`config.mk`:
```
export PLATFORM = sky130hd
export DESIGN_NAME = memStage
export DESIGN_NICKNAME = d
export VERILOG_FILES = /design/src/memPkg.sv /design/src/laneMapper.sv /design/src/loadFormatter.sv /design/src/memAccessCtrl.sv /design/src/memStage.sv
export SDC_FILE = /design/constraint.sdc
export NUM_CORES = 1
export LEC_CHECK = 0
export BUFFER_PORTS_ARGS = -buffer_cell sky130_fd_sc_hd__clkbuf_2
export CAP_MARGIN = 15
export CORE_MARGIN = 2
export CORE_UTILIZATION = 40
export CTS_BUF_LIST = sky130_fd_sc_hd__clkbuf_4 sky130_fd_sc_hd__clkbuf_8
export CTS_CLUSTER_SIZE = 24
export DETAILED_ROUTE_END_ITERATION = 6
export PLACE_DENSITY = 0.76
export SLEW_MARGIN = 15
export SYNTH_ARGS = -nofsm -noshare
export SYNTH_HDL_FRONTEND = slang
export SYNTH_SLANG_ARGS = --single-unit
```
`constraint.sdc`:
```
create_clock -name clk -period 12.25 [get_ports clk]
set_input_delay 2.45 -clock clk [delete_from_list [all_inputs] [get_ports clk]]
set_output_delay 2.45 -clock clk [all_outputs]
set_load 0.01 [all_outputs]
```
`src/memPkg.sv`:
```
`default_nettype none

package memPkg;

    localparam int DATA_W = 32;
    localparam int ADDR_W = 32;
    localparam int BE_W   = DATA_W / 8;   // one enable per byte lane
    localparam int REG_W  = 5;
    localparam int EXC_W  = 5;
    localparam int OP_W   = 3;

    typedef logic [DATA_W-1:0] dataWord_t;
    typedef logic [ADDR_W-1:0] addr_t;
    typedef logic [BE_W-1:0]   byteEn_t;    // bit n -> bits 8n+7:8n
    typedef logic [REG_W-1:0]  regNum_t;
    typedef logic [EXC_W-1:0]  excCode_t;

    // access kinds seen by the memory step
    typedef enum logic [OP_W-1:0] {
        LB  = 3'd0,
        LBU = 3'd1,
        LH  = 3'd2,
        LHU = 3'd3,
        LW  = 3'd4,
        SB  = 3'd5,
        SH  = 3'd6,
        SW  = 3'd7
    } memOp_t;

    // cause codes for address errors
    localparam excCode_t EXC_ADEL = 5'd4;   // load / fetch
    localparam excCode_t EXC_ADES = 5'd5;   // store

    typedef struct packed {
        memOp_t    op;
        addr_t     addr;
        dataWord_t storeData;   // raw rt value, not yet lane aligned
        regNum_t   dest;
    } memReq_t;

    typedef struct packed {
        logic      regWrite;
        regNum_t   dest;
        dataWord_t data;
        logic      excValid;
        excCode_t  excCode;
        addr_t     badVAddr;
    } memResp_t;

    typedef struct packed {
        addr_t     addr;    // word aligned
        byteEn_t   wen;     // zero on a read
        dataWord_t wdata;
    } busReq_t;

endpackage

`default_nettype wire

```
`src/laneMapper.sv`:
```
`timescale 1ns/100ps
`default_nettype none

module laneMapper import memPkg::*; (
    input  memReq_t   req,
    output byteEn_t   laneEn,
    output dataWord_t laneData,
    output logic      misaligned
);

    logic [1:0] offset;
    logic       isByte;
    logic       isHalf;
    logic       isWord;

    assign offset = req.addr[1:0];

    always_comb begin
        isByte = 1'b0;
        isHalf = 1'b0;
        isWord = 1'b0;
        unique case (req.op)
            LB, LBU, SB: isByte = 1'b1;
            LH, LHU, SH: isHalf = 1'b1;
            default:     isWord = 1'b1;   // LW, SW
        endcase
    end

    // byte enables, little endian lanes
    always_comb begin
        if (isByte) begin
            laneEn = byteEn_t'(4'b0001) << offset;
        end else if (isHalf) begin
            laneEn = offset[1] ? byteEn_t'(4'b1100) : byteEn_t'(4'b0011);
        end else begin
            laneEn = '1;
        end
    end

    // store data replicated so the enabled lanes always hold it
    always_comb begin
        if (isByte) begin
            laneData = {4{req.storeData[7:0]}};
        end else if (isHalf) begin
            laneData = {2{req.storeData[15:0]}};
        end else begin
            laneData = req.storeData;
        end
    end

    // bytes never fault
    always_comb begin
        misaligned = 1'b0;
        if (isHalf && offset[0]) begin
            misaligned = 1'b1;
        end
        if (isWord && (offset != 2'b00)) begin
            misaligned = 1'b1;
        end
    end

endmodule

`default_nettype wire

```
`src/loadFormatter.sv`:
```
`timescale 1ns/100ps
`default_nettype none

module loadFormatter import memPkg::*; (
    input  memOp_t    op,
    input  addr_t     addr,
    input  dataWord_t rdata,
    output dataWord_t loadData
);

    logic [7:0]  byteSel;
    logic [15:0] halfSel;

    // pick the addressed lane out of the read word
    always_comb begin
        unique case (addr[1:0])
            2'b00:   byteSel = rdata[7:0];
            2'b01:   byteSel = rdata[15:8];
            2'b10:   byteSel = rdata[23:16];
            default: byteSel = rdata[31:24];
        endcase
    end

    assign halfSel = addr[1] ? rdata[31:16] : rdata[15:0];

    always_comb begin
        unique case (op)
            LB:      loadData = {{24{byteSel[7]}}, byteSel};
            LBU:     loadData = {24'd0, byteSel};
            LH:      loadData = {{16{halfSel[15]}}, halfSel};
            LHU:     loadData = {16'd0, halfSel};
            default: loadData = rdata;   // LW, stores don't care
        endcase
    end

endmodule

`default_nettype wire

```
`src/memAccessCtrl.sv`:
```
`timescale 1ns/100ps
`default_nettype none

module memAccessCtrl import memPkg::*; (
    input  wire       clk,
    input  wire       reset,

    input  wire       inReq,
    input  memReq_t   in,
    output logic      inAck,

    output memReq_t   heldReq,
    input  byteEn_t   laneEn,
    input  dataWord_t laneData,
    input  wire       misaligned,
    input  dataWord_t loadData,

    output logic      busReq,
    output busReq_t   bus,
    input  wire       busAck,

    output logic      outReq,
    output memResp_t  out,
    input  wire       outAck
);

    typedef enum logic [2:0] {
        stIdle,
        stInAck,
        stBusReq,
        stBusRel,
        stOutReq,
        stOutRel
    } state_t;

    state_t    state;
    logic      isLoad;
    dataWord_t rdReg;     // extended load result
    memResp_t  resp;

    assign isLoad = heldReq.op inside {LB, LBU, LH, LHU, LW};

    always_ff @(posedge clk) begin
        if (reset) begin
            state  <= stIdle;
            inAck  <= 1'b0;
            busReq <= 1'b0;
            outReq <= 1'b0;
        end else begin
            unique case (state)
                stIdle: begin
                    if (inReq) begin
                        inAck <= 1'b1;
                        state <= stInAck;
                    end
                end
                stInAck: begin
                    if (!inReq) begin
                        inAck <= 1'b0;
                        // address errors skip the bus entirely
                        state <= misaligned ? stOutReq : stBusReq;
                    end
                end
                stBusReq: begin
                    if (!busReq) begin
                        busReq <= 1'b1;
                    end else if (busAck) begin
                        busReq <= 1'b0;
                        state  <= stBusRel;
                    end
                end
                stBusRel: begin
                    if (!busAck) begin
                        state <= stOutReq;
                    end
                end
                stOutReq: begin
                    if (!outReq) begin
                        outReq <= 1'b1;
                    end else if (outAck) begin
                        outReq <= 1'b0;
                        state  <= stOutRel;
                    end
                end
                stOutRel: begin
                    if (!outAck) begin
                        state <= stIdle;   // response fully handed off
                    end
                end
                default: state <= stIdle;
            endcase
        end
    end

    always_ff @(posedge clk) begin
        if (state == stIdle && inReq) begin
            heldReq <= in;
        end
        if (state == stBusReq && busReq && busAck) begin
            rdReg <= loadData;   // rdata only valid while ack is high
        end
        if (state == stOutReq && !outReq) begin
            out <= resp;   // frozen until outAck drops
        end
    end

    // bus side straight from the held access
    always_comb begin
        bus.addr  = {heldReq.addr[31:2], 2'b00};
        bus.wen   = isLoad ? byteEn_t'(0) : laneEn;
        bus.wdata = laneData;
    end

    always_comb begin
        resp.dest = heldReq.dest;
        if (misaligned) begin
            resp.regWrite = 1'b0;
            resp.data     = '0;
            resp.excValid = 1'b1;
            resp.excCode  = isLoad ? EXC_ADEL : EXC_ADES;
            resp.badVAddr = heldReq.addr;
        end else begin
            resp.regWrite = isLoad;
            resp.data     = isLoad ? rdReg : dataWord_t'(0);
            resp.excValid = 1'b0;
            resp.excCode  = '0;
            resp.badVAddr = '0;
        end
    end

endmodule

`default_nettype wire

```
`src/memStage.sv`:
```
`timescale 1ns/100ps
`default_nettype none

module memStage import memPkg::*; (
    input  wire       clk,
    input  wire       reset,

    input  wire       inReq,
    input  memReq_t   in,
    output logic      inAck,

    output logic      busReq,
    output busReq_t   bus,
    input  wire       busAck,
    input  dataWord_t busRdata,

    output logic      outReq,
    output memResp_t  out,
    input  wire       outAck
);

    memReq_t   heldReq;
    byteEn_t   laneEn;
    dataWord_t laneData;
    logic      misaligned;
    dataWord_t loadData;

    memAccessCtrl u_ctrl (
        .clk        (clk),
        .reset      (reset),
        .inReq      (inReq),
        .in         (in),
        .inAck      (inAck),
        .heldReq    (heldReq),
        .laneEn     (laneEn),
        .laneData   (laneData),
        .misaligned (misaligned),
        .loadData   (loadData),
        .busReq     (busReq),
        .bus        (bus),
        .busAck     (busAck),
        .outReq     (outReq),
        .out        (out),
        .outAck     (outAck)
    );

    laneMapper u_lanes (
        .req        (heldReq),
        .laneEn     (laneEn),
        .laneData   (laneData),
        .misaligned (misaligned)
    );

    loadFormatter u_load (
        .op       (heldReq.op),
        .addr     (heldReq.addr),
        .rdata    (busRdata),
        .loadData (loadData)
    );

endmodule

`default_nettype wire

```
==> impl_metrics.env <==
export IMPL_status="finished, final reports clean"
export IMPL_grt_max_degree=80
export IMPL_nNetsFinal=896
export IMPL_final_setup_tns_ps=0
export IMPL_viasPerCell=4.79
export IMPL_path_max_fanout=22
export IMPL_max_cap_violations=0
export IMPL_utilization_pct=49.0
export IMPL_worst_pin_slew_ps=987
export IMPL_power_leakage_nw=3.84
export IMPL_synth_area_mm2=0.00796
export IMPL_grt_pass1_vias=5076
export IMPL_wl_um=17700
export IMPL_cts_path_max_buffers=2
export IMPL_total_power_mw=1.40
export IMPL_crit_required_ps=9800
export IMPL_path_class="reg2out"
export IMPL_firstDrtPassIters=5
export IMPL_fill_cells=1756
export IMPL_clk_latency_ps=450
export IMPL_fp_dieH_um=145
export IMPL_synth_seq_cells=183
export IMPL_drc=0
export IMPL_synth_edf_count=177
export IMPL_hold_viol_final=0
export IMPL_powerDensity_mw_per_mm2=146
export IMPL_drt_iter0_drc=282
export IMPL_core_area_mm2=0.0195
export IMPL_layout_commonest_cell="clkbuf_2"
export IMPL_ir_worst_vdd_v=0.0000660
export IMPL_hpwl_um=12500
export IMPL_io_pins=256
export IMPL_cts_repair_resized=0
export IMPL_r2r_slack_ps=9790
export IMPL_yosysUniqueCellTypes=39
export IMPL_avgSynthCellArea_um2=13.7
export IMPL_synth_top_flop_cell="edfxtp_1"
export IMPL_cts_root_buf="clkbuf_8"
export IMPL_cts_hold_fix_buffers=0
export IMPL_rows=51
export IMPL_finalCriticalPeriod_ps=5080
export IMPL_synthArstFlopShare_pct=0
export IMPL_syn_inst=582
export IMPL_numClockSinks=183
export IMPL_layout_common_cells="clkbuf_2 (250), edfxtp_1 (177), nand2_1 (62)"
export IMPL_yosysWarnings=0
export IMPL_rsz0062_at_grt="false"
export IMPL_clk_pin_slew_ps=90
export IMPL_endpoint_kind="output pin"
export IMPL_htreeDepth=4
export IMPL_numCtsBuffers=17
export IMPL_post_route_period_util_pct=41.5
export IMPL_antenna_found_initial=1
export IMPL_cts_setup_buffers=0
export IMPL_num_vias=5110
export IMPL_clock_skew_final_ps=19.9
export IMPL_gp_congestion=0.795
export IMPL_initial_core_util_pct=40.8
export IMPL_grt_use_total_pct=16.9
export IMPL_max_freq_ghz=0.197
export IMPL_grt_pass1_wl_um=27600
export IMPL_dieArea_mm2=0.0210
export IMPL_slew_viol_final=0
export IMPL_die_w_um=145
export IMPL_critPathArrivalTime_ps=2630
export IMPL_hold_path_class="reg2reg"
export IMPL_wl_per_cell_um=16.6
export IMPL_relSlewSlack_pct=34.2
export IMPL_portBuffers=250
export IMPL_r2r_cells=5
export IMPL_min_path_cells=0
export IMPL_cts_tree="built"
export IMPL_start_kind="register"
export IMPL_grt_overflow=0
export IMPL_final_setup_viol_count=0
export IMPL_postRouteAntennaNets=0
export IMPL_syn2layout_area_growth_pct=20.2
export IMPL_synth_seq_area_share_pct=68.3
export IMPL_drive_above_1_share_pct=39.8
area by class of cell:
class	count	area, um2	area share (%)
timing repair buffer	257	1300	13.6
sequential	183	5440	56.8
inverter	18	67.6	0.706
clock buffer	21	270	2.82
antenna	1	2.50	0.0262
tap	265	332	3.47
clock inverter	11	144	1.50
multi-input combinational	310	2010	21.0
kinds of logic (layout without fill, tap and decap cells):
logic type	after synthesis	after routing	share of synthesized area [%]
compound gates	96	96	7.50
other cells	1	6	0.0471
simple gates	179	179	11.8
mux	29	29	5.33
xor+xnor	1	1	0.110
buf+inv	93	307	6.91
flops	183	183	68.3
per-stage QoR:
step           std cells  hold WS [ps]  worst slack, ps  cell area [um2]
2_1_floorplan        586           400             6180             7980
3_3_place_gp        1033           401             7720             9150
3_5_place_dp        1033           407             7670             9150
4_1_cts             1065           420             7140             9570
5_1_grt             1065           412             7010             9570
6_report            1066           416             7170             9570
where the power goes:
part	internal, mW	total, mW	switching, mW
Sequential	0.738	0.759	0.0206
Combinational	0.0874	0.216	0.129
Clock	0.198	0.420	0.222
Total	1.02	1.40	0.371
Yosys cell counts (4+ instances only):
library cell / n / share of area [%]
nand3b_1: 11 / 1.0
o2bb2ai_1: 7 / 0.77
nor2b_1: 32 / 2.5
a22oi_1: 7 / 0.66
nor3_1: 6 / 0.38
and2_1: 35 / 2.8
buf_6: 4 / 0.57
edfxtp_1: 177 / 67
nand3_1: 9 / 0.57
clkbuf_1: 22 / 1.0
inv_1: 18 / 0.85
o21a_1: 8 / 0.75
buf_4: 44 / 4.1
buf_2: 5 / 0.31
dfxtp_1: 6 / 1.5
nor2_1: 10 / 0.47
mux2_2: 18 / 2.5
o21ai_0: 32 / 2.0
a21oi_1: 24 / 1.5
a2bb2oi_1: 4 / 0.44
mux4_2: 5 / 1.4
or3_1: 6 / 0.47
nand2_1: 62 / 2.9
worst paths after layout:
kind / end / startpoint
worst max register to register: u_ctrl.out[13]$_SDFFCE_PN0P_ / u_ctrl.heldReq[69]$_DFFE_PP_
worst min register to register: u_ctrl.out[71]$_DFFE_PP_ / u_ctrl.heldReq[1]$_DFFE_PP_
worst min-delay path: u_ctrl.out[71]$_DFFE_PP_ / u_ctrl.heldReq[1]$_DFFE_PP_
worst max-delay path: bus[12] / u_ctrl.heldReq[69]$_DFFE_PP_
routing by layer:
layer	global-route usage (%)	wire (um)	part of all wire, %
met1	20.3	7230	41
met4	6.91	453	2.6
met2	28.0	8700	49
met5	0	0	0
met3	5.82	1350	7.6
critical path: stages, from the launching register on:
cell and delay, ps:
edfxtp_1 840, inv_1 200, a21oi_2 610, mux2_2 410
clkbuf_2 130
state kept, by name (all words and copies together) (netlist names):
name / count
u_ctrl.inAck: 1
u_ctrl.state: 3
u_ctrl.rdReg: 32
u_ctrl.heldReq: 42
u_ctrl.outReq: 1
u_ctrl.out: 73
u_ctrl.busReq: 1
u_ctrl.bus: 30
No activity file was read; power rests on OpenSTA's default activity.
